File: config.mk
export PLATFORM = sky130hd
export DESIGN_NAME = out_credit_counter
export DESIGN_NICKNAME = d
export VERILOG_FILES = /design/src/hw/manycore_io_pkg.sv /design/src/hw/out_credit_counter.sv
export SDC_FILE = /design/constraint.sdc
export NUM_CORES = 1
export LEC_CHECK = 0
export BUFFER_PORTS_ARGS = -buffer_cell sky130_fd_sc_hd__buf_2
export CAP_MARGIN = 15
export CORE_AREA = 2 2 39 41
export DETAILED_ROUTE_END_ITERATION = 7
export DIE_AREA = 0 0 41 43
export PLACE_DENSITY_LB_ADDON = 0.05
export SKIP_LAST_GASP = 1
export SLEW_MARGIN = 25
export SYNTH_ARGS = -nofsm -noshare
export SYNTH_HDL_FRONTEND = slang
export SYNTH_SLANG_ARGS = --single-unit
export TNS_END_PERCENT = 1
File: constraint.sdc
create_clock -name clk_i -period 3.5 [get_ports clk_i]
set_input_delay 0.7 -clock clk_i [delete_from_list [all_inputs] [get_ports clk_i]]
set_output_delay 0.7 -clock clk_i [all_outputs]
set_load 0.05 [all_outputs]
File: src/program.hex
// one 32-bit program word per line, word 0 first
00000093
00000113
000011b7
ad018193
00100213
00420233
fff28293
fe029ee3
00412023
0041a023
00000013
00000013
00000013
00000013
00000013
0000006f
File: src/hw/manycore_io_pkg.sv
package manycore_io_pkg;

  // array geometry, tiles on rows 1 and 2 below the io row
  localparam int NUM_TILES_X = 2;
  localparam int NUM_TILES_Y = 2;
  localparam int NUM_TILES   = NUM_TILES_X * NUM_TILES_Y;
  localparam int TILE_W      = $clog2(NUM_TILES);

  localparam int ADDR_W    = 16;
  localparam int DATA_W    = 32;
  localparam int LOAD_ID_W = 5;
  localparam int X_W       = 1;
  localparam int Y_W       = 2;

  // io node coordinates, also the source of every loader packet
  localparam logic [X_W-1:0] IO_X_CORD = 1'b1;
  localparam logic [Y_W-1:0] IO_Y_CORD = 2'd0;

  // program image
  localparam int    PROG_WORDS = 16;
  localparam int    WORD_W     = $clog2(PROG_WORDS);
  localparam string PROG_FILE  = "/design/src/program.hex";

  localparam logic [ADDR_W-1:0] PROG_BASE       = 16'h0400;
  localparam logic [ADDR_W-1:0] CSR_FREEZE_ADDR = 16'h2000;
  localparam logic [ADDR_W-1:0] FINISH_ADDR     = 16'head0;
  localparam logic [ADDR_W-1:0] FAIL_ADDR       = 16'head8;

  localparam int MAX_OUT_CREDITS = 8;
  localparam int CREDIT_W        = $clog2(MAX_OUT_CREDITS + 1);

  localparam int MAX_CYCLES = 2000;
  localparam int CYCLE_W    = $clog2(MAX_CYCLES + 1);

  localparam int DRAM_WORDS = 256;
  localparam int DRAM_IDX_W = $clog2(DRAM_WORDS);

  typedef enum logic [1:0] {
    OP_LOAD  = 2'b00,
    OP_STORE = 2'b01
  } mc_op_e;

  typedef struct packed {
    mc_op_e                 op;
    logic [ADDR_W-1:0]      addr;
    logic [DATA_W-1:0]      data;
    logic [X_W-1:0]         dst_x;
    logic [Y_W-1:0]         dst_y;
    logic [X_W-1:0]         src_x;
    logic [Y_W-1:0]         src_y;
    logic [LOAD_ID_W-1:0]   load_id;
  } mc_packet_t;

  typedef struct packed {
    mc_op_e                 op;
    logic [DATA_W-1:0]      data;
    logic [X_W-1:0]         dst_x;
    logic [Y_W-1:0]         dst_y;
    logic [LOAD_ID_W-1:0]   load_id;
  } mc_resp_t;

  typedef enum logic [1:0] {
    LD_IMAGE    = 2'd0,
    LD_UNFREEZE = 2'd1,
    LD_DONE     = 2'd2
  } loader_state_e;

endpackage

File: src/hw/out_credit_counter.sv
`timescale 1ns/100ps

module out_credit_counter
  import manycore_io_pkg::*;
(
  input  logic clk_i,
  input  logic rst_n_i,
  input  logic ready_i,
  input  logic send_i,
  input  logic credit_i,
  output logic send_ok_o
);

  logic [CREDIT_W-1:0] count_r;

  always_ff @(posedge clk_i or negedge rst_n_i)
  begin
    if (!rst_n_i)
      count_r <= CREDIT_W'(MAX_OUT_CREDITS);
    else
    begin
      // send and return in one cycle cancel out
      case ({send_i, credit_i})
        2'b10:   count_r <= count_r - 1'b1;
        2'b01:   count_r <= count_r + 1'b1;
        default: count_r <= count_r;
      endcase
    end
  end

  assign send_ok_o = ready_i && (count_r != '0);

  // array never returns more credits than the loader spent
  a_no_overflow: assert property (@(posedge clk_i) disable iff (!rst_n_i)
    credit_i |-> (count_r != CREDIT_W'(MAX_OUT_CREDITS)));

  a_no_underflow: assert property (@(posedge clk_i) disable iff (!rst_n_i)
    send_i |-> (count_r != '0));

endmodule

==> results.json <==
{
  "clock_sinks": 4,
  "placedInstanceArea_um2": 360.3,
  "required_ns": 3.65,
  "yosysUniqueCellTypes": 20,
  "synth_seq_area_share_pct": 31.64,
  "run_status": "complete, no violations",
  "antenna_found_initial": 0,
  "cts_hold_buf": 0,
  "dieHeight_um": 43,
  "clk_latency_ns": 0.24,
  "cts_inserted_buffers": 3,
  "final_cell_mix": "5 x buf_2, 3 x ha_1, 3 x clkbuf_4, 3 x dfrtp_1",
  "min_path_type": "input port to async pin",
  "post_cts_buffers": 0,
  "multi_input_area_um2": 206.4,
  "timing.final.crit_share_pct": 59.62,
  "htreeDepth": 1,
  "ir_drop_uv": 261.8,
  "start_kind": "input port",
  "largest_reg_flops": 4,
  "wirelength_um": 592,
  "drt_drc_violations_left": 0,
  "cp_data_arrival_time_ns": 2.24,
  "place_congestion": 0.7650,
  "vias": 243,
  "hold_viol_final": 0,
  "fin_area_um2": 386.6,
  "initial_core_util_pct": 23.15,
  "cts_resized": 0,
  "worstMarginPinSlew_ns": 0.3151,
  "synth_area_leaders": "dfrtp_1 23%, ha_1 12%, dfstp_2 8.2%, o211ai_2 7.8%, fa_1 6.3%",
  "fillers": 152,
  "cts_root_buf": "clkbuf_4",
  "tns_ns": 0,
  "final_util_pct": 27.94,
  "period_needed_ns": 2.087,
  "cts_tree": "yes",
  "dp_hpwl_um": 466.5,
  "critPathCaptureType": "flip-flop",
  "num_io_pins": 6,
  "seq_area_um2": 101.3,
  "rows": 14,
  "finalNetCount": 48,
  "fin_worst_skew_ns": 0.006955,
  "synthArstFlopShare_pct": 100.0,
  "cts_buffer_depth": 2,
  "overflow": 0,
  "layout-drive-gt1-share_pct": 34.21,
  "viasPerCell": 4.500,
  "setup_viol": 0,
  "synth_top_area_share_pct": 23.44,
  "ys.flop_type": "dfrtp_1",
  "synth.ff_latch_count": 4,
  "coreArea_um2": 1384,
  "yosys.area.top_type": "dfrtp_1",
  "maxCapViolCount": 0,
  "maxSlewHeadroom_pct": 79.00,
  "syn_area_um2": 320.3,
  "worstPathMaxFanout": 6,
  "die_w_um": 41,
  "ys_warn_count": 0,
  "dr.pass1.iters": 1,
  "synth_nets": 39,
  "total_power_uw": 319.0,
  "worstSetupPathType": "input port to flip-flop",
  "top_regs": "count_r (4)",
  "largest_register": "count_r",
  "grt_usage_pct": 9.073,
  "slew_viol_final": 0,
  "powerDensity_nw_per_um2": 825.0,
  "dieArea_um2": 1763,
  "grt_pass1_wl_um": 1014,
  "synth_edf_count": 0,
  "clk_pin_slew_ns": 0.04,
  "synthToLayoutAreaGrowth_pct": 20.70,
  "fmax_mhz": 479.2,
  "synth_cells": 30,
  "final_common_cell": "buf_2",
  "leakagePower_nw": 0.1614,
  "final_antenna_net_count": 0,
  "antennaDiodeCount": 0,
  "wl_per_cell_um": 10.96,
  "detail_route.iter0.violations": 0,
  "grt_max_degree": 11,
  "port_buffers": 5,
  "avgSynthCellArea_um2": 10.68,
  "rsz0062_at_grt": "no",
  "grt_pass1_vias": 242
}
through the flow:
stage | instances | hold WS [ns] | worst slack [ns]
6_report | 54 | 0.2579 | 1.413
4_1_cts | 54 | 0.2510 | 1.408
5_1_grt | 54 | 0.2524 | 1.301
3_3_place_gp | 50 | 0.5082 | 1.173
2_1_floorplan | 30 | 0.4044 | 1.375
3_5_place_dp | 50 | 0.5108 | 1.158
synthesized netlist by cell type, types with 2 or more instances:
cell type	instances
a21oi_1	2
dfrtp_1	3
ha_1	3
inv_1	2
nand2_1	2
nand3_1	2
o211ai_2	2
xnor2_1	2
final timing paths:
path	from	to	slack [ns]	depth (start not counted)
max in group asynchronous	rst_n_i	count_r[3]$_DFFE_PN1P_	3.03	1
min in group clk_i	count_r[3]$_DFFE_PN1P_	count_r[3]$_DFFE_PN1P_	0.52	2
worst max register to register	count_r[2]$_DFFE_PN0P_	count_r[3]$_DFFE_PN1P_	1.98	4
worst max-delay path	send_i	count_r[3]$_DFFE_PN1P_	1.41	8
worst min register to register	count_r[3]$_DFFE_PN1P_	count_r[3]$_DFFE_PN1P_	0.52	2
worst min-delay path	rst_n_i	count_r[1]$_DFFE_PN0P_	0.26	1
routing by layer:
| layer | GRT usage, % | vias up | part of all wire (%) |
|---|---|---|---|
| met5 | 0 | - | 0 |
| met4 | 8.000 | 0 | 0 |
| met3 | 3.141 | 0 | 4.4 |
| met2 | 11.25 | 6 | 46 |
| met1 | 11.73 | 109 | 49 |
| li1 | - | 128 | - |
power breakdown:
part | internal [mW] | switching [mW] | total (mW) | leakage (nW)
Sequential | 0.0752 | 0.0308 | 0.106 | 0.0460
Clock | 0.0430 | 0.0217 | 0.0646 | 0.0150
Combinational | 0.0736 | 0.0748 | 0.148 | 0.100
Total | 0.192 | 0.127 | 0.319 | 0.161
area by class of cell:
| cell class | instances | share of cell area [%] |
|---|---|---|
| well taps | 16 | 5.178 |
| inverters | 2 | 1.942 |
| repair buffers | 5 | 6.472 |
| multi-input cells | 23 | 53.40 |
| flip-flops and latches | 4 | 26.21 |
| clock buffers | 4 | 6.796 |
critical path, cell delays in order:
cell and delay [ns]:
buf_2 0.10, inv_1 0.04, ha_1 0.23, inv_1 0.13, ha_1 0.36, or4_4 0.50, o211ai_2 0.09, o211ai_2 0.08
cell families after synthesis:
kind of cell    count (synthesis)  synth area share (%)
buf+inv                         3                 3.906
xor+xnor                        2                 5.470
flops                           4                 31.64
simple gates                    8                 14.85
compound gates                  7                 19.53
fa+ha+maj                       4                 17.97
mux                             2                 6.641
(Power assumes the default switching activity.)
