$ cat src/program.hex
// one 32-bit program word per line, word 0 first
00000093
00000113
000011b7
ad018193
00100213
00420233
fff28293
fe029ee3
00412023
0041a023
00000013
00000013
00000013
00000013
00000013
0000006f
$ cat src/hw/manycore_io_pkg.sv
package manycore_io_pkg;

  // array geometry, tiles on rows 1 and 2 below the io row
  localparam int NUM_TILES_X = 2;
  localparam int NUM_TILES_Y = 2;
  localparam int NUM_TILES   = NUM_TILES_X * NUM_TILES_Y;
  localparam int TILE_W      = $clog2(NUM_TILES);

  localparam int ADDR_W    = 16;
  localparam int DATA_W    = 32;
  localparam int LOAD_ID_W = 5;
  localparam int X_W       = 1;
  localparam int Y_W       = 2;

  // io node coordinates, also the source of every loader packet
  localparam logic [X_W-1:0] IO_X_CORD = 1'b1;
  localparam logic [Y_W-1:0] IO_Y_CORD = 2'd0;

  // program image
  localparam int    PROG_WORDS = 16;
  localparam int    WORD_W     = $clog2(PROG_WORDS);
  localparam string PROG_FILE  = "/design/src/program.hex";

  localparam logic [ADDR_W-1:0] PROG_BASE       = 16'h0400;
  localparam logic [ADDR_W-1:0] CSR_FREEZE_ADDR = 16'h2000;
  localparam logic [ADDR_W-1:0] FINISH_ADDR     = 16'head0;
  localparam logic [ADDR_W-1:0] FAIL_ADDR       = 16'head8;

  localparam int MAX_OUT_CREDITS = 8;
  localparam int CREDIT_W        = $clog2(MAX_OUT_CREDITS + 1);

  localparam int MAX_CYCLES = 2000;
  localparam int CYCLE_W    = $clog2(MAX_CYCLES + 1);

  localparam int DRAM_WORDS = 256;
  localparam int DRAM_IDX_W = $clog2(DRAM_WORDS);

  typedef enum logic [1:0] {
    OP_LOAD  = 2'b00,
    OP_STORE = 2'b01
  } mc_op_e;

  typedef struct packed {
    mc_op_e                 op;
    logic [ADDR_W-1:0]      addr;
    logic [DATA_W-1:0]      data;
    logic [X_W-1:0]         dst_x;
    logic [Y_W-1:0]         dst_y;
    logic [X_W-1:0]         src_x;
    logic [Y_W-1:0]         src_y;
    logic [LOAD_ID_W-1:0]   load_id;
  } mc_packet_t;

  typedef struct packed {
    mc_op_e                 op;
    logic [DATA_W-1:0]      data;
    logic [X_W-1:0]         dst_x;
    logic [Y_W-1:0]         dst_y;
    logic [LOAD_ID_W-1:0]   load_id;
  } mc_resp_t;

  typedef enum logic [1:0] {
    LD_IMAGE    = 2'd0,
    LD_UNFREEZE = 2'd1,
    LD_DONE     = 2'd2
  } loader_state_e;

endpackage

$ cat src/hw/spmd_loader.sv
`timescale 1ns/100ps

module spmd_loader
  import manycore_io_pkg::*;
(
  input  logic       clk_i,
  input  logic       rst_n_i,
  input  logic       send_ok_i,
  output mc_packet_t pkt_o,
  output logic       v_o,
  output logic       done_o
);

  localparam logic [TILE_W-1:0] LAST_TILE = TILE_W'(NUM_TILES - 1);
  localparam logic [WORD_W-1:0] LAST_WORD = WORD_W'(PROG_WORDS - 1);

  logic [DATA_W-1:0] prog_rom [PROG_WORDS];

  loader_state_e     state_r;
  logic [TILE_W-1:0] tile_r;
  logic [WORD_W-1:0] word_r;
  logic              fire;

  initial
  begin
    $readmemh(PROG_FILE, prog_rom);
  end

  assign v_o    = send_ok_i && (state_r != LD_DONE);
  assign fire   = v_o && send_ok_i;
  assign done_o = (state_r == LD_DONE);

  // store packet for the current tile and word
  always_comb
  begin
    pkt_o         = '0;
    pkt_o.op      = OP_STORE;
    pkt_o.dst_x   = X_W'(tile_r % NUM_TILES_X);
    pkt_o.dst_y   = Y_W'(tile_r / NUM_TILES_X + 1);
    pkt_o.src_x   = IO_X_CORD;
    pkt_o.src_y   = IO_Y_CORD;
    pkt_o.addr    = CSR_FREEZE_ADDR;
    if (state_r == LD_IMAGE)
    begin
      pkt_o.addr = PROG_BASE + ADDR_W'(word_r);
      pkt_o.data = prog_rom[word_r];
    end
  end

  always_ff @(posedge clk_i or negedge rst_n_i)
  begin
    if (!rst_n_i)
    begin
      state_r <= LD_IMAGE;
      tile_r  <= '0;
      word_r  <= '0;
    end
    else if (fire)
    begin
      case (state_r)
        LD_IMAGE:
        begin
          if (word_r == LAST_WORD)
          begin
            word_r <= '0;
            tile_r <= (tile_r == LAST_TILE) ? '0 : tile_r + 1'b1;
            // whole image sent, go back to tile 0 for unfreeze
            if (tile_r == LAST_TILE)
              state_r <= LD_UNFREEZE;
          end
          else
            word_r <= word_r + 1'b1;
        end
        LD_UNFREEZE:
        begin
          if (tile_r == LAST_TILE)
            state_r <= LD_DONE;
          else
            tile_r <= tile_r + 1'b1;
        end
        default:
          state_r <= LD_DONE;
      endcase
    end
  end

  // every image word has to come from the hex file
  a_pkt_known: assert property (@(posedge clk_i) disable iff (!rst_n_i)
    v_o |-> !$isunknown(pkt_o));

endmodule

$ cat config.mk
export PLATFORM = sky130hd
export DESIGN_NAME = spmd_loader
export DESIGN_NICKNAME = d
export VERILOG_FILES = /design/src/hw/manycore_io_pkg.sv /design/src/hw/spmd_loader.sv
export SDC_FILE = /design/constraint.sdc
export NUM_CORES = 1
export LEC_CHECK = 0
export BUFFER_PORTS_ARGS = -buffer_cell sky130_fd_sc_hd__buf_4
export CORE_ASPECT_RATIO = 1.2
export CORE_MARGIN = 1.5
export CORE_UTILIZATION = 39
export CTS_CLUSTER_SIZE = 28
export DETAILED_ROUTE_END_ITERATION = 10
export PLACE_DENSITY = 0.91
export SLEW_MARGIN = 20
export SYNTH_ARGS = -nofsm -noshare
export SYNTH_HDL_FRONTEND = slang
export SYNTH_SLANG_ARGS = --single-unit
$ cat constraint.sdc
create_clock -name clk_i -period 1.8 [get_ports clk_i]
set_clock_uncertainty 0.1 [all_clocks]
set_input_delay 0.09 -clock clk_i [delete_from_list [all_inputs] [get_ports clk_i]]
set_output_delay 0.09 -clock clk_i [all_outputs]
set_load 0.05 [all_outputs]
==> results_dict.tcl, run 1 <==
set metrics [dict create \
    status "finished, final reports clean" \
    synth_compound_gate_area_share_pct 9.538 \
    cts_buffer_depth 2 \
    multi_input_area_um2 435.4 \
    finalCritPeriodShare_pct 89.39 \
    cts_buffers 3 \
    clk_latency_ps 260 \
    end_kind "primary output" \
    grt_start_max_net_pins 10 \
    rsz0062_at_grt "false" \
    worst_setup_path_start_kind "flip-flop" \
    critPathKind "flip-flop to primary output" \
    dr_wl_met2_um 598 \
    root_buffer "clkbuf_4" \
    gr-total-overflow 0 \
    fill_cells 244 \
    final_cell_mix "conb_1 (52), buf_4 (13), dfrtp_1 (8)" \
    worst_hold_slack_ps 73.04 \
    drive_above_1_share_pct 19.30 \
    start_util_pct 41.79 \
    hold_viol_final 0 \
    r2r-end "tile_r[1]" \
    design.core.area_mm2 0.002072 \
    required_ps 1610 \
    chipHeight_um 54.62 \
    cp_data_arrival_time_ps 1420 \
    grt_usage_pct 9.805 \
    synth_top_family_by_area "buffers and inverters" \
    power.share.combinational_pct 70.0 \
    ioPinCount 66 \
    worstHoldPathType "input pin to asynchronous set/reset pin" \
    routabilityCongestion 0.7370 \
    avgRoutedWirePerCell_um 8.424 \
    layout_commonest_cell "conb_1" \
    seqPwrFrac_pct 21.4 \
    stdcell_count 144 \
    place_hpwl_um 972.7 \
    ys_seq_elements 8 \
    worstReg2RegStart "word_r[0]" \
    path_buf_inv 1 \
    rows 18 \
    highest_layer "met4" \
    r2r_cells 4 \
    crit_chain "nor2_2 > and2_1 > buf_4" \
    final.setup.tns_ps 0 \
    synthesis.area_um2 865.8 \
    max_cap_viol_count 0 \
    clkSinkCount 8 \
    die_w_um 46.01 \
    clk_pin_slew_ps 60 \
    grt_pass1_vias 382 \
    p_per_area_mw_per_mm2 2024 \
    finalSetupViolCount 0 \
    first_pass_iters 4 \
    ant_nets 0 \
    slew_viol_final 0 \
    routed_wl_um 1213 \
    internal_power_mw 0.6432 \
    cpLargestDelayFamily "simple AND/OR/NAND/NOR gates" \
    wl_met1_um 440 \
    synthCells 100 \
    wl_met3_um 147 \
    synth_top_area_cell "buf_4" \
    area_growth_pct -4.769 \
    htreeDepth 1 \
    grt_antenna_before_repair 0 \
    seq_area_frac_synth_pct 23.12 \
    synthMuxAreaShare_pct 1.734 \
    regArea_um2 200.2 \
    cts_setup_buffers 0 \
    crit_path_max_fanout 9 \
    p_switching_mw 1.026 \
    leakage_nw 0.4560 \
    p_clk_share_pct 8.6 \
    synth_cell_types 27 \
    syn_avg_cell_area_um2 8.658 \
    final_nets 121 \
    synthSimpleGateAreaFrac_pct 12.57 \
    drc 0 \
    synth-xor-area-share_pct 1.012 \
    dr.first_iter.drc_count 12 \
    fin_crit_ps 1609 \
    grt_pass1_wl_um 1621 \
    reg2reg_slack_ps 200 \
    swShare_pct 61.46 \
    ir_drop_mv 0.6203 \
    post-place-cells 139 \
    fp.dieArea_mm2 0.002513 \
    yosys_warnings 0 \
    synth_area_leaders "buf_4 (45%), dfrtp_1 (23%), and2_1 (2.9%), ha_1 (2.9%), nand3_1 (2.3%)" \
    dr_total_vias 538 \
    synth_fa_ha_area_share_pct 2.890 \
    cpPeakStageDelay_ps 470 \
    io_buffers 13 \
    max_freq_mhz 621.5 \
    antenna_cells 0 \
    viasPerCell 3.736 \
    cts_tree "yes" \
    setup.worst_path.start "state_r[0]" \
    cpMaxStageDelayCell "dfrtp_1" \
    synth_top_cell_area_share_pct 45.09 \
]
## metal layers
layer	vias to the layer above	global-route usage, %
met5	-	0
met4	0	8.571
met3	3	2.970
met2	54	16.44
met1	231	9.524
li1	250	-
## power by group through the flow
stage | logic (mW) | registers (mW) | clock network [mW]
finish | 1.17 | 0.358 | 0.143
floorplan | 0.925 | 0.413 | 0
CTS | 1.17 | 0.355 | 0.146
global route | 1.23 | 0.373 | 0.156
detailed placement | 1.17 | 0.358 | 0
global placement | 1.15 | 0.355 | 0
## synthesized netlist by cell type
library cell and count:
o31ai_1 1, nor2_2 1, o21bai_2 1, xnor2_1 1, a21o_2 1, nor2b_1 2
a31oi_1 1, o21ai_0 4, nand4bb_1 1, a2111oi_0 1, and2b_1 1, buf_4 52
and4b_1 1, buf_6 1, o22ai_1 1, and2_1 4, nand3_1 4, mux2_4 1
buf_2 1, nand2b_2 1, ha_1 2, a31o_2 1, nand2_1 2, conb_1 2
a21oi_1 1, dfrtp_1 8, inv_1 3
## metrics by stage
| stage | setup WS [ps] | cell area, um^2 | utilization (%) | power, mW |
|---|---|---|---|---|
| floorplan | 51.64 | 1054 | - | 1.338 |
| global placement | 256.7 | 782.0 | 37.74 | 1.501 |
| CTS | 190.8 | 824.5 | 39.79 | 1.675 |
| global route | 131.2 | 824.5 | 39.79 | 1.761 |
| finish | 190.9 | 824.5 | 39.79 | 1.669 |
| detailed placement | 214.1 | 782.0 | 37.74 | 1.525 |
## repair_timing
action / CTS / global route
gates resized for setup: 0 / 0
hold endpoints to repair: 9 / 0
hold buffers: 2 / 0
## area by class of cell
class	instances	area share [%]
multi-input combinational	85	52.81
clock buffer	3	2.731
inverter	3	1.366
sequential	8	24.28
tap	30	4.552
timing repair buffer	15	14.26
## cell families (layout without fill, tap and decap cells)
| group | Yosys count | count (layout) |
|---|---|---|
| XOR/XNOR | 1 | 1 |
| AO/OA/AOI/OAI | 12 | 12 |
| other | 2 | 52 |
| multiplexers | 1 | 1 |
| adder cells (fa/ha/maj) | 2 | 2 |
| AND/OR/NAND/NOR | 17 | 17 |
| flip-flops | 8 | 8 |
| buffers and inverters | 57 | 21 |
## state kept, by name (all words and copies together) (netlist names)
name / count
state_r: 2
tile_r: 2
word_r: 4
## worst max path at each step
stage,end,slack [ps],cells after the start
6_report,pkt_o[44],190,3
5_1_grt,pkt_o[44],130,3
4_1_cts,pkt_o[44],190,3
3_5_place_dp,tile_r[1],210,4
3_3_place_gp,tile_r[1],260,4
2_1_floorplan,v_o,50,3
Note: power is estimated with default switching activity, not from simulation.
==> run 2, diff against run 1 <==
--- a/config.mk
+++ b/config.mk
@@ -8,10 +8,10 @@
 export BUFFER_PORTS_ARGS = -buffer_cell sky130_fd_sc_hd__buf_4
 export CORE_ASPECT_RATIO = 1.2
 export CORE_MARGIN = 1.5
-export CORE_UTILIZATION = 39
+export CORE_UTILIZATION = 36
 export CTS_CLUSTER_SIZE = 28
 export DETAILED_ROUTE_END_ITERATION = 10
-export PLACE_DENSITY = 0.91
+export PLACE_DENSITY = 0.76
 export SLEW_MARGIN = 20
 export SYNTH_ARGS = -nofsm -noshare
 export SYNTH_HDL_FRONTEND = slang
==> constraint.sdc (replaced) <==
create_clock -name clk_i -period 1.31 [get_ports clk_i]
set_clock_uncertainty 0.1 [all_clocks]
set_input_delay 0.0655 -clock clk_i [delete_from_list [all_inputs] [get_ports clk_i]]
set_output_delay 0.0655 -clock clk_i [all_outputs]
set_load 0.05 [all_outputs]
==> run 2 against run 1 <==
Effect of this change:
- the run now ends with setup timing left
- critical path depth up 1
- core utilization grew 9.0 points
- sequential share of layout area down 6.1 points
- clock power is 47% higher
- clock-buffer cell count rose by 1
- sequential power grew 32%
- power is 81% higher
- design area is 35% higher
- sequential cell count stayed put
- critical endpoint is now tile_r[1]
- hold slack worse by 34 ps
- wire length increased by 29%
==> results_dict.tcl, run 2 (synthesis results as in run 1) <==
set metrics [dict create \
    status "finished with violations" \
    violations "setup timing" \
    grt_antenna_before_repair 0 \
    place_hpwl_um 1129 \
    grt_pass1_vias 513 \
    fp.dieArea_mm2 0.002710 \
    gr-total-overflow 0 \
    antenna_cells 0 \
    p_clk_share_pct 7.0 \
    avgRoutedWirePerCell_um 9.702 \
    crit_path_max_fanout 3 \
    grt_start_max_net_pins 10 \
    reg2reg_slack_ps -170 \
    internal_power_mw 1.380 \
    r2r_cells 4 \
    power.share.combinational_pct 77.4 \
    place_area_um2 889.6 \
    seqPwrFrac_pct 15.6 \
    clkSinkCount 8 \
    swShare_pct 54.28 \
    ioPinCount 66 \
    final.setup.tns_ps -1043 \
    cts_tree "yes" \
    final_area_mm2 0.001114 \
    reg.largest.list "word_r: 4 flops, state_r: 2 flops, tile_r: 2 flops" \
    dr_total_vias 601 \
    largest_reg_flops 4 \
    p_switching_mw 1.638 \
    ant_nets 0 \
    design.core.area_mm2 0.002282 \
    drive_above_1_share_pct 41.54 \
    min_delay_worst_endpoint "word_r[0]" \
    multi_input_area_um2 544.3 \
    finalSetupViolCount 13 \
    finalCritPeriodShare_pct 112.9 \
    fin_crit_ps 1480 \
    worst_hold_slack_ps 38.90 \
    regArea_um2 202.7 \
    max_freq_mhz 675.9 \
    start_util_pct 37.94 \
    worst_setup_path_start_kind "flip-flop" \
    first_pass_iters 4 \
    rows 19 \
    root_buffer "clkbuf_4" \
    ir_drop_mv 1.538 \
    fill_cells 227 \
    grt_usage_pct 11.18 \
    whs_path_depth 3 \
    critPathKind "flip-flop to flip-flop" \
    final_cell_mix "conb_1 (52), buf_4 (17), buf_6 (6), dfrtp_1 (6), buf_8 (5)" \
    r2r-end "tile_r[1]" \
    max_cap_viol_count 0 \
    cts_buffer_depth 2 \
    drc 0 \
    worstHoldPathType "input pin to flip-flop" \
    leakage_nw 0.5687 \
    hp-start "send_ok_i" \
    clk_pin_slew_ps 60 \
    end_kind "flip-flop" \
    die_w_um 47.77 \
    routabilityCongestion 0.7482 \
    regMostFlops "word_r" \
    fin_ws_ps -169.6 \
    required_ps 1350 \
    area_growth_pct 28.61 \
    p_per_area_mw_per_mm2 2709 \
    cp_data_arrival_time_ps 1520 \
    chipHeight_um 56.72 \
    grt_pass1_wl_um 2173 \
    worstReg2RegStart "word_r[1]" \
    htreeDepth 1 \
    dr.first_iter.drc_count 7 \
    rsz0062_at_grt "true" \
    hold_viol_final 0 \
    layout_commonest_cell "conb_1" \
    routed_wl_um 1562 \
    final_nets 136 \
    viasPerCell 3.733 \
    slew_viol_final 0 \
    clk_latency_ps 260 \
    cts_buffers 3 \
    io_buffers 13 \
]
## run 2: cell types whose count changed in the layout (fill, tap and decap cells not counted), sizes merged
cell / delta
buf: +15
clkbuf: +1
## run 2: layer usage
metal,wire [um],up-vias,GRT usage (%)
met1,510,272,11.16
met2,901,42,19.24
met5,0,-,0
li1,-,282,-
met3,127,5,3.215
met4,23,0,6.178
## run 2: final cells by class
type | count | share of cell area [%]
timing repair buffer | 30 | 26.07
sequential | 8 | 18.20
inverter | 3 | 1.011
clock buffer | 4 | 2.360
multi-input combinational | 85 | 48.88
tap | 31 | 3.483
## run 2: power groups by stage
stage / Clock [mW] / Sequential (mW) / Combinational, mW
3_3_place_gp: 0 / 0.444 / 1.86
4_1_cts: 0.214 / 0.451 / 2.21
5_1_grt: 0.235 / 0.481 / 2.48
2_1_floorplan: 0 / 0.597 / 1.34
6_report: 0.210 / 0.471 / 2.34
3_5_place_dp: 0 / 0.454 / 1.92
## run 2: metrics by stage
stage,cells,setup slack (ps),power (mW),utilization [%]
floorplan,150,-154.8,1.939,-
global placement,149,-149.6,2.307,38.98
detailed placement,149,-212.4,2.377,38.98
CTS,160,-173.6,2.877,45.39
global route,161,-221.4,3.192,48.79
finish,161,-169.6,3.017,48.79
## run 2: worst max-delay path, cell delays in order (launching register included)
cell      delay [ps]
dfrtp_1          410
ha_4             180
and4b_1          190
o21bai_2         170
mux2_4           320
## run 2: worst max-delay path by stage
stage / from / to / slack, ps / depth (start not counted)
detailed placement: word_r[1] / tile_r[1] / -210 / 4
finish: word_r[1] / tile_r[1] / -170 / 4
global placement: word_r[1] / tile_r[1] / -150 / 4
CTS: word_r[0] / tile_r[1] / -170 / 4
floorplan: word_r[1] / tile_r[1] / -150 / 4
global route: state_r[1] / pkt_o[46] / -220 / 4
## run 2: repair_timing
action | in CTS | in global routing
endpoints found under the hold margin | 9 | 0
cloned | 0 | 0
setup buffers | 5 | 2
hold buffers | 2 | 0
gates resized for setup | 21 | 10
pin swaps | 7 | 5
endpoints found under the setup margin | 11 | 14
