## src/program.hex

```
// one 32-bit program word per line, word 0 first
00000093
00000113
000011b7
ad018193
00100213
00420233
fff28293
fe029ee3
00412023
0041a023
00000013
00000013
00000013
00000013
00000013
0000006f
```

## src/hw/manycore_io_pkg.sv

```systemverilog
package manycore_io_pkg;

  // array geometry, tiles on rows 1 and 2 below the io row
  localparam int NUM_TILES_X = 2;
  localparam int NUM_TILES_Y = 2;
  localparam int NUM_TILES   = NUM_TILES_X * NUM_TILES_Y;
  localparam int TILE_W      = $clog2(NUM_TILES);

  localparam int ADDR_W    = 16;
  localparam int DATA_W    = 32;
  localparam int LOAD_ID_W = 5;
  localparam int X_W       = 1;
  localparam int Y_W       = 2;

  // io node coordinates, also the source of every loader packet
  localparam logic [X_W-1:0] IO_X_CORD = 1'b1;
  localparam logic [Y_W-1:0] IO_Y_CORD = 2'd0;

  // program image
  localparam int    PROG_WORDS = 16;
  localparam int    WORD_W     = $clog2(PROG_WORDS);
  localparam string PROG_FILE  = "/design/src/program.hex";

  localparam logic [ADDR_W-1:0] PROG_BASE       = 16'h0400;
  localparam logic [ADDR_W-1:0] CSR_FREEZE_ADDR = 16'h2000;
  localparam logic [ADDR_W-1:0] FINISH_ADDR     = 16'head0;
  localparam logic [ADDR_W-1:0] FAIL_ADDR       = 16'head8;

  localparam int MAX_OUT_CREDITS = 8;
  localparam int CREDIT_W        = $clog2(MAX_OUT_CREDITS + 1);

  localparam int MAX_CYCLES = 2000;
  localparam int CYCLE_W    = $clog2(MAX_CYCLES + 1);

  localparam int DRAM_WORDS = 256;
  localparam int DRAM_IDX_W = $clog2(DRAM_WORDS);

  typedef enum logic [1:0] {
    OP_LOAD  = 2'b00,
    OP_STORE = 2'b01
  } mc_op_e;

  typedef struct packed {
    mc_op_e                 op;
    logic [ADDR_W-1:0]      addr;
    logic [DATA_W-1:0]      data;
    logic [X_W-1:0]         dst_x;
    logic [Y_W-1:0]         dst_y;
    logic [X_W-1:0]         src_x;
    logic [Y_W-1:0]         src_y;
    logic [LOAD_ID_W-1:0]   load_id;
  } mc_packet_t;

  typedef struct packed {
    mc_op_e                 op;
    logic [DATA_W-1:0]      data;
    logic [X_W-1:0]         dst_x;
    logic [Y_W-1:0]         dst_y;
    logic [LOAD_ID_W-1:0]   load_id;
  } mc_resp_t;

  typedef enum logic [1:0] {
    LD_IMAGE    = 2'd0,
    LD_UNFREEZE = 2'd1,
    LD_DONE     = 2'd2
  } loader_state_e;

endpackage

```

## src/hw/io_monitor.sv

```systemverilog
`timescale 1ns/100ps

module io_monitor
  import manycore_io_pkg::*;
(
  input  logic       clk_i,
  input  logic       rst_n_i,
  input  mc_packet_t pkt_i,
  input  logic       v_i,
  output logic       credit_o,
  output logic       finish_o,
  output logic       success_o,
  output logic       timeout_o
);

  logic               is_store;
  logic               hit_finish;
  logic               hit_fail;
  logic [CYCLE_W-1:0] cycle_r;

  assign is_store   = v_i && (pkt_i.op == OP_STORE);
  assign hit_finish = is_store && (pkt_i.addr == FINISH_ADDR);
  assign hit_fail   = is_store && (pkt_i.addr == FAIL_ADDR);

  // every packet is consumed, one credit back per packet
  always_ff @(posedge clk_i or negedge rst_n_i)
  begin
    if (!rst_n_i)
      credit_o <= 1'b0;
    else
      credit_o <= v_i;
  end

  always_ff @(posedge clk_i or negedge rst_n_i)
  begin
    if (!rst_n_i)
    begin
      finish_o  <= 1'b0;
      success_o <= 1'b0;
    end
    else if (!finish_o)
    begin
      // first finishing store decides the result
      if (hit_finish)
      begin
        finish_o  <= 1'b1;
        success_o <= 1'b1;
      end
      else if (hit_fail)
        finish_o <= 1'b1;
    end
  end

  always_ff @(posedge clk_i or negedge rst_n_i)
  begin
    if (!rst_n_i)
    begin
      cycle_r   <= '0;
      timeout_o <= 1'b0;
    end
    else
    begin
      if (cycle_r != CYCLE_W'(MAX_CYCLES))
        cycle_r <= cycle_r + 1'b1;
      // flag lands in the cycle the count reaches the limit
      if (!finish_o && (cycle_r == CYCLE_W'(MAX_CYCLES - 1)))
        timeout_o <= 1'b1;
    end
  end

  a_success_with_finish: assert property (@(posedge clk_i) disable iff (!rst_n_i)
    $rose(success_o) |-> $rose(finish_o));

endmodule

```

## config.mk

```make
export PLATFORM = sky130hd
export DESIGN_NAME = io_monitor
export DESIGN_NICKNAME = d
export VERILOG_FILES = /design/src/hw/manycore_io_pkg.sv /design/src/hw/io_monitor.sv
export SDC_FILE = /design/constraint.sdc
export NUM_CORES = 1
export LEC_CHECK = 0
export ABC_AREA = 1
export BUFFER_PORTS_ARGS = -buffer_cell sky130_fd_sc_hd__buf_4
export CORE_ASPECT_RATIO = 1.1
export CORE_MARGIN = 4
export CORE_UTILIZATION = 41
export DETAILED_ROUTE_END_ITERATION = 10
export PLACE_DENSITY_LB_ADDON = 0.12
export SETUP_SLACK_MARGIN = 0.15
export SLEW_MARGIN = 20
export SYNTH_ARGS = -nofsm -noshare
export SYNTH_HDL_FRONTEND = slang
export SYNTH_SLANG_ARGS = --single-unit
```

## constraint.sdc

```tcl
create_clock -name clk_i -period 2.4 [get_ports clk_i]
set_input_delay 0.24 -clock clk_i [delete_from_list [all_inputs] [get_ports clk_i]]
set_output_delay 0.24 -clock clk_i [all_outputs]
set_load 0.02 [all_outputs]
```

==> flow_results.org, run 1 <==
** Setup path
- In this run the worst setup path begins at cycle_r[0]$_DFFE_PN0P_.
- The worst register-to-register path ends at cycle_r[1]$_DFFE_PN0P_.
- R2R depth :: 7
- Largest driver fanout on the critical path :: 4
- STA puts the critical path data required time at 2.58 ns.
- The worst setup path is launched from a register.
- Kind of capture point of the worst setup path :: register
- Arrival time reported for the critical path endpoint :: roughly 1.5 ns
- The startpoint identified for the worst register-to-register timing path is cycle_r[0]$_DFFE_PN0P_.
- Category of the most critical setup path :: register to register
- For flop-to-flop paths, the worst setup slack is 1.06 ns.

** Detailed routing
- After the first detailed-routing iteration, the DRC count stood at 6.
- First-pass iteration count of the detailed router :: 2
- In the detailed route, the total length drawn on met3 is 134 um.
- Highest signal layer in the routed design :: met4
- Number of nets with antenna violations after detailed routing :: 0
- After detailed routing, the wire length on met1 is 689 um.
- Post-DR wirelength/cell :: 10.4 um
- Remaining DRCs :: 0
- Post-DR vias/cell :: 4.64
- Length of routed met2 wiring :: 810 um
- The final route contains 747 vias.
- For this block, the routed nets add up to about 1700 um of wire.

** Yosys
- The share of synthesized area in the top cell type comes to 0.443.
- Share of flip-flops with an asynchronous set or reset :: 1.00
- Of the total synthesized cell area, the portion taken by AND, OR, NAND and NOR gates is 0.366.
- The share of the synthesized area in compound gates (AO/OA/AOI/OAI) was 0.00739.
- Yosys attributes the largest share of cell area to dfrtp_1, nand2_1, inv_1.
- The Yosys step of the flow raised 0 warnings.
- Among all flip-flop cells after synthesis, the most frequent one is dfrtp_1.
- Of the total synthesized cell area, the portion taken by full adders, half adders and majority gates is 0.0295.
- After synthesis, the mean cell area works out to 8.07 um^2.
- Post-synth EDFFs :: 0
- Mux contribution to synthesized area :: 0
- For this run, the register share of the synthesized area comes to 0.443.
- Summing every instance area after synthesis gives ~850 um^2.
- In the synthesized netlist, the number of instances is ~110.
- By area, the combinational part of the netlist is dominated by simple AND/OR/NAND/NOR gates.
- Of the total synthesized cell area, the portion taken by XOR and XNOR cells is 0.0827.
- Synthesized Nets :: 171
- Yosys instantiated no cell more often than nand2_1.
- Counting distinct cell types in the post-synthesis netlist gives 18.
- Cell type contributing the most total cell area after synthesis :: dfrtp_1
- Most common library cells after synthesis :: nand2_1, dfrtp_1, inv_1
- In this run, synthesis produced a sequential element count of 15.

** CTS
- For the worst-skew pair, the clock arrives at the later sink with an insertion delay of ~0.28 ns.
- CTS built an H-tree with a depth of 1.
- Number of hold-repair buffers added at the cts stage :: 1
- Number of buffers created by CTS :: 3
- Post-CTS setup buffers :: 0
- Post-CTS repair changed the size of 0 cells.
- Maximum buffer depth of the clock tree :: 2
- TritonCTS clock tree :: yes
- Counting every sink on the clock net gives 15.
- The tree is rooted in a clkbuf_4.
- Clock-pin slew was measured on the worst setup and hold paths at around 0.09 ns.

** Placed design
- Number of input and output port buffers inserted :: 24
- Weighted congestion reported at the end of routability-driven placement :: between 0.7 and 0.8
- Timing analysis after detailed placement gives a worst setup slack of between 1 and 1.5 ns.
- After legalization and detailed placement, the total HPWL measured 1350 um.

** Min path
- The path class of the tightest hold or removal check is primary input to register.
- Hold Path Depth :: 1
- Hold path startpoint :: v_i
- The worst hold path terminates at credit_o$_DFF_PN0_.

** Global route
- In the global route stage, overall resource usage came out at 0.134.
- Entering global routing, the biggest net connects 16 pins.
- The initial antenna violation count was 0.
- Total gr overflow :: 0
- Wire length of the first global-routing pass :: 2860 um
- Via count of the first global-routing pass :: 724

** Floorplan
- Measured along the x axis, the die boundary spans about 50 um.
- Core ar. :: roughly 1900 um^2
- The die is ~56 um tall.
- I/O pins :: 68
- DIE AREA :: 2860 um^2
- The initial utilization of the core area, before any placement, comes to 0.455.
- The floorplan has 16 rows.

** Timing
- Worst slack on hold paths :: 0.0765 ns
- Least-Margin Pin Slew :: 0.253 ns
- Worst Slack Setup Final :: 1.06 ns
- Setup violations remaining at the end of the flow were counted as 0.
- Final count of pins violating max slew :: 0
- In the finished design, the share of the clock period the worst path needs comes to 0.560.
- Slew headroom :: 0.830
- Based on the critical path, the design can be clocked at up to roughly 0.74 GHz.
- RSZ-0062 raised after global routing :: false
- After routing, the total negative slack on setup checks comes to 0 ns.
- The number of endpoints with negative hold slack in the final report was 0.
- Setup skew after layout :: 0.00178 ns
- Min Tclk post-route :: between 1 and 1.5 ns

** Finish
- Count of filler cells inserted in the layout :: around 190
- Share of post-route cells with drive strength above 1 :: 0.276
- Net count, final :: 201
- Compared with the post-synthesis result, the final layout area differs by 29.5%.
- Number of antenna cells inserted :: 0
- Core utilization of the finished layout :: 0.589

** Flow run
- Across the run, the number of max-cap violations was 0.

** Pwr
- Power after layout :: ~0.44 mW
- Peak supply drop :: 243 uV
- For this design the static power due to leakage is approximately 0.57 nW.
- Areal power density over the cells :: 405 nW/um^2

** Outcome
- Run status :: finished, final reports clean
## kinds of logic (layout without fill, tap and decap cells)
family | count (synthesis) | in the layout
flip-flops | 15 | 15
buffers and inverters | 16 | 45
XOR/XNOR | 8 | 8
adder cells (fa/ha/maj) | 2 | 2
AND/OR/NAND/NOR | 63 | 63
AO/OA/AOI/OAI | 1 | 1
## sequential cells by signal (all words and copies together), names as in the netlist
name       cells
credit_o       1
cycle_r       11
finish_o       1
success_o      1
timeout_o      1
## critical path, stage by stage, from the launching register on
cell and delay (ns):
dfrtp_1 0.40, inv_1 0.18, ha_1 0.19, nand2_1 0.06
nor2_2 0.16, nand3_1 0.12, nand2_1 0.07, nand2_1 0.05
## worst max path at each step
stage                        endpoint  cells past startpoint
6_report       cycle_r[1]$_DFFE_PN0P_                      7
5_1_grt        cycle_r[1]$_DFFE_PN0P_                      7
4_1_cts        cycle_r[1]$_DFFE_PN0P_                      7
3_5_place_dp   cycle_r[1]$_DFFE_PN0P_                      7
3_3_place_gp   cycle_r[0]$_DFFE_PN0P_                      7
2_1_floorplan  cycle_r[0]$_DFFE_PN0P_                      7
## power by group
part | internal, mW | switching (mW) | total (mW) | leakage [nW]
clock | 0.0645 | 0.0807 | 0.145 | 0.0150
sequential | 0.253 | 0.000207 | 0.254 | 0.182
combinational | 0.0270 | 0.0182 | 0.0453 | 0.372
## metrics by stage
step	std cells	area, um^2
2_1_floorplan	105	847
3_3_place_gp	156	1060
3_5_place_dp	156	1060
4_1_cts	161	1100
5_1_grt	161	1100
6_report	161	1100
## routing by layer
metal | track usage | up-vias
met4 | 0.0899 | 0
li1 | - | 385
met1 | 0.137 | 335
met3 | 0.0456 | 5
met5 | 0 | -
met2 | 0.223 | 22
## cell usage in the layout, fill, tap and decap left out
| cell type | n |
|---|---|
| nor3_4 | 2 |
| inv_2 | 1 |
| dlygate4sd3_1 | 1 |
| nor2_1 | 12 |
| nand2_1 | 29 |
| nand2_2 | 2 |
| dfrtp_1 | 15 |
| nand3_1 | 5 |
| ha_1 | 2 |
| xnor2_1 | 3 |
| buf_4 | 24 |
| inv_1 | 15 |
| nand4_1 | 4 |
| nor3_1 | 3 |
| clkbuf_4 | 3 |
| nor3b_1 | 1 |
| nand3_2 | 1 |
| a31oi_1 | 1 |
| clkbuf_1 | 1 |
| xor2_1 | 5 |
| nor2_2 | 3 |
| nor3_2 | 1 |
## area by class of cell
type / count / area (um^2) / share of cell area
clock buffer: 4 / 26.3 / 0.0239
inverter: 16 / 60.1 / 0.0547
multi-input combinational: 74 / 412 / 0.375
sequential: 15 / 375 / 0.342
tap: 27 / 33.8 / 0.0308
timing repair buffer: 25 / 190 / 0.173
Note: power is estimated with default switching activity, not from simulation.
==> run 2: changes to the inputs <==
--- a/config.mk
+++ b/config.mk
@@ -5,11 +5,11 @@
 export SDC_FILE = /design/constraint.sdc
 export NUM_CORES = 1
 export LEC_CHECK = 0
-export ABC_AREA = 1
+export ABC_AREA = 0
 export BUFFER_PORTS_ARGS = -buffer_cell sky130_fd_sc_hd__buf_4
 export CORE_ASPECT_RATIO = 1.1
 export CORE_MARGIN = 4
-export CORE_UTILIZATION = 41
+export CORE_UTILIZATION = 32
 export DETAILED_ROUTE_END_ITERATION = 10
 export PLACE_DENSITY_LB_ADDON = 0.12
 export SETUP_SLACK_MARGIN = 0.15
==> constraint.sdc (replaced) <==
create_clock -name clk_i -period 1.15 [get_ports clk_i]
set_input_delay 0.115 -clock clk_i [delete_from_list [all_inputs] [get_ports clk_i]]
set_output_delay 0.115 -clock clk_i [all_outputs]
set_load 0.02 [all_outputs]
==> run 2 against run 1 <==
  * The run now ends with negative setup slack left
  * Critical path depth decreased by 2
  * Largest power group unchanged
  * Clock power increased by 120%
  * Total power increased by 110%
  * Die area increased by 8.9%
  * Sequential power increased by 110%
  * Combinational power increased by 76%
  * Register-to-register slack got worse by 1.3 ns
  * Global-route usage increased by 0.34 points
==> flow_results.org, run 2 <==
** Yosys
- Share of flip-flops with an asynchronous set or reset :: 1.00 (unchanged)
- The average cell area after synthesis came to 11.8 um^2 (+46%).
- Seq/Total Area, Yosys :: 0.514 (+0.0706)
- Most repeated cell in the gate-level netlist after synthesis :: dfrtp_1
- The count of state elements after synthesis was 15 (unchanged).
- Xor and xnor fraction of the mapped netlist area :: 0.108 (+0.0252)
- Ys Warns :: 0 (unchanged)
- The cell area after technology mapping came to 731 um^2 (-14%).
- Most common library cells after synthesis :: dfrtp_1, xnor2_1, nand4_1
- Synthesized Nets :: 128 (-25%)
- The count of different cell masters after synthesis is 24 (+6).
- The synthesized-area fraction occupied by adder cells came to 0.0342 (+0.00470).
- For this run, the leading register cell type out of synthesis is dfrtp_1.
- Share of the synthesized area in the top cell type :: 0.514 (+0.0706)
- The synthesized design spends more area on one cell type than any other, namely dfrtp_1.
- Compound-cell area share of the yosys netlist :: 0.0394 (+0.0320)
- After synthesis, the largest family of logic cells by area is simple AND/OR/NAND/NOR gates.
- By area the synthesized netlist is led by dfrtp_1, xnor2_1, nand4_1.
- The number of enable flip-flop cells after synthesis is 0 (unchanged).
- The multiplexer area fraction after synthesis is 0.0205 (+0.0205).
- The share of synthesized cell area in and, or, nand and nor gates came to 0.262 (-0.104).
- Synthesized instance count :: 62 (-41%)

** Finish
- Largest register FFs :: 11 (unchanged)
- Number of antenna cells inserted :: 0 (unchanged)
- Final Instance Area :: 1250 um^2 (+14%)
- Share of post-route cells with drive strength above 1 :: 0.563 (+0.286)
- Leaving out fill and tap cells, the most frequent cells in the layout are buf_4, dfrtp_1, nand4_1, xnor2_1, buf_6.
- Post-route non-filler standard cell count :: 140 (-13%)
- Register with the highest flop count :: cycle_r
- The post-layout net count is 179 (-11%).
- The count of fill cells added during filler insertion was 195 (+4.3%).
- Commonest non-fill, non-tap cell in the layout :: buf_4
- Relative area change from synthesis to final layout :: 70.5%

** Detailed routing
- The first-iteration detailed-routing DRC count came to 3 (-3).
- Number of nets with antenna violations after detailed routing :: 0 (unchanged)
- Routed WL :: 1770 um (+5.4%)
- Post-DR vias/cell :: 4.63 (-0.24%)
- Post-DR wirelength/cell :: 12.6 um (+21%)
- Remaining DRCs :: 0 (unchanged)
- Vias post-DR :: 648 (-13%)
- The first-pass iteration count of the detailed router is 4 (+2).

** Floorplan
- The die width came to 53.6 um (+4.3%).
- DIE AREA :: 3110 um^2 (+8.9%)
- Starting utilization of the core area :: 0.351 (-0.104)
- The height of the chip is 58.1 um (+4.4%).
- The placeable core region is 2080 um^2 (+12%).
- I/O pins :: 68 (unchanged)
- The placement row count is 17 (+1).

** Timing
- Final count of pins violating max slew :: 0 (unchanged)
- The maximum clock skew at final layout is 0.00618 ns (+0.00440 ns).
- The measured slew at the worst slew-check pin is 0.254 ns (+0.00162 ns).
- Part of the cycle the worst path needs :: 1.22 (+0.664)
- Final hold violation count :: 0 (unchanged)
- Worst Slack Setup Final :: -0.257 ns (-1.31 ns)
- The final setup violation count was 11 (+11).
- Max Freq :: 0.711 GHz (-4.6%)
- The relative max-transition margin was 0.829 (-0.00106).
- Setup repair after global routing could not meet its margin everywhere.
- Total negative setup slack :: -1.70 ns (-1.70 ns)
- Min Tclk post-route :: 1.41 ns (+0.0644 ns)

** CTS
- TritonCTS built the clock tree.
- Clock network latency to the later pin of the worst-skew pair :: 0.29 ns (about the same)
- Number of buffers created by CTS :: 3 (unchanged)
- Clk sinks :: 15 (unchanged)
- The tree is rooted in a clkbuf_4.
- CTS H-tree lvls :: 1 (unchanged)
- Clock transition at the register clock pins on the worst setup and hold paths after CTS :: 0.10 ns (about the same)
- The maximum count of clock buffers along a single path came to 2 (unchanged).

** Placed design
- Placed wire-length estimate :: 1310 um (-3.6%)
- Number of input and output port buffers inserted :: 24 (unchanged)
- The area after detailed placement came to 1060 um^2 (-0.24%).
- Weighted congestion reported at the end of routability-driven placement :: 0.811 (+8.7%)
- The number of cells after detailed placement came to 128 (-18%).

** Setup path
- The worst setup path is launched from a register.
- The count of buffering cells on the critical path with inverters included is 1 (unchanged).
- The signal on the critical path passes through inv_1, ha_1, nand4bb_1, nor4_4, mux2_4.
- The critical path data required time was 1.33 ns (-1.25 ns).
- The largest individual stage delay along the critical path comes from the cell dfrtp_1.
- The setup path with the least slack is of type register to register.
- The slack of the worst reg-to-reg path came to -0.26 ns (-1.31 ns).
- Largest driver fanout on the critical path :: 2 (-2)
- Largest stage delay on the critical path :: 0.40 ns (about the same)
- STA classifies the critical path endpoint as a register.
- Arrival time reported for the critical path endpoint :: 1.59 ns (+0.07 ns)
- Top Family by Delay on Critical Path :: flip-flops

** Global route
- Maximum number of pins on one net before global-route repair :: 16 (unchanged)
- The number of global-route vias before repair came to 736 (+1.7%).
- Number of antenna violations at the first check in global routing :: 0 (unchanged)
- The aggregate global-route resource usage came to 0.137 (+0.00337).
- Total gr overflow :: 0 (unchanged)
- Wire length of the first global-routing pass :: 3150 um (+9.9%)

** Flow run
- The total of max-cap violations came to 0 (unchanged).

** Outcome
- Violated checks :: negative setup slack
- The run finished, with violations left.

** Min path
- Path category of the worst min-delay check :: primary input to register

** Pwr
- The maximum ir drop on the vdd rail is 536 uV (+120%).
- Static leakage :: 0.608 nW (+6.8%)
- Areal power density over the cells :: 744 nW/um^2 (+84%)
- Power after layout :: 0.927 mW (+110%)
run 2: layout make-up:
cell class	instances	area [um^2]	area share
clock buffer	3	22.5	0.0181
clock inverter	1	7.51	0.00602
inverter	3	11.3	0.00904
multi-input combinational	43	415	0.333
sequential	15	375	0.301
tap	28	35.0	0.0281
timing repair buffer	47	379	0.304
run 2: per-layer routing:
metal	track usage	vias up	part of all wire
met5	0	-	0
met4	0.0547	0	0
met3	0.0308	0	0.071
met2	0.224	26	0.50
met1	0.171	303	0.43
li1	-	319	-
run 2: per-stage QoR:
step / setup WS [ns] / utilization / hold slack, ns
after global placement: -0.193 / 0.508 / -0.0204
after CTS: -0.247 / 0.579 / 0.103
after detailed placement: -0.244 / 0.508 / -0.0163
final: -0.257 / 0.598 / 0.140
after global routing: -0.352 / 0.598 / 0.137
after floorplan: -0.242 / - / -0.181
run 2: timing repair:
action / CTS / global route
setup buffers: 4 / 1
hold endpoints to repair: 17 / 0
setup endpoints to repair: 12 / 15
pin swaps: 7 / 3
resized for setup: 12 / 6
hold buffers: 3 / 0
run 2: logic make-up (layout without fill, tap and decap cells):
| kind of cell | Yosys count | in the layout |
|---|---|---|
| XOR/XNOR | 9 | 9 |
| buffers and inverters | 4 | 54 |
| flip-flops | 15 | 15 |
| multiplexers | 1 | 1 |
| adder cells (fa/ha/maj) | 2 | 2 |
| AO/OA/AOI/OAI | 4 | 4 |
| AND/OR/NAND/NOR | 27 | 27 |
run 2: worst reg2reg max path, stage by stage, from the launching register on:
cell	delay, ns
dfrtp_1	0.40
inv_1	0.06
ha_1	0.15
nand4bb_1	0.16
nor4_4	0.21
mux2_4	0.32
run 2: power breakdown:
| group | internal [mW] | switching (mW) | total (mW) |
|---|---|---|---|
| logic | 0.0558 | 0.0241 | 0.0799 |
| registers | 0.529 | 0.000431 | 0.529 |
| clock network | 0.132 | 0.186 | 0.318 |
| total | 0.717 | 0.210 | 0.927 |
run 2: path summary, 6_finish.rpt:
| kind | to | from | cells past startpoint |
|---|---|---|---|
| worst min-delay path | finish_o$_DFF_PN0_ | pkt_i[58] | 3 |
| min in group asynchronous | cycle_r[7]$_DFFE_PN0P_ | rst_n_i | 2 |
| worst min register to register | success_o$_DFFE_PN0P_ | success_o$_DFFE_PN0P_ | 2 |
| worst max-delay path | cycle_r[1]$_DFFE_PN0P_ | cycle_r[1]$_DFFE_PN0P_ | 5 |
| worst max register to register | cycle_r[1]$_DFFE_PN0P_ | cycle_r[1]$_DFFE_PN0P_ | 5 |
| max in group asynchronous | cycle_r[2]$_DFFE_PN0P_ | rst_n_i | 2 |
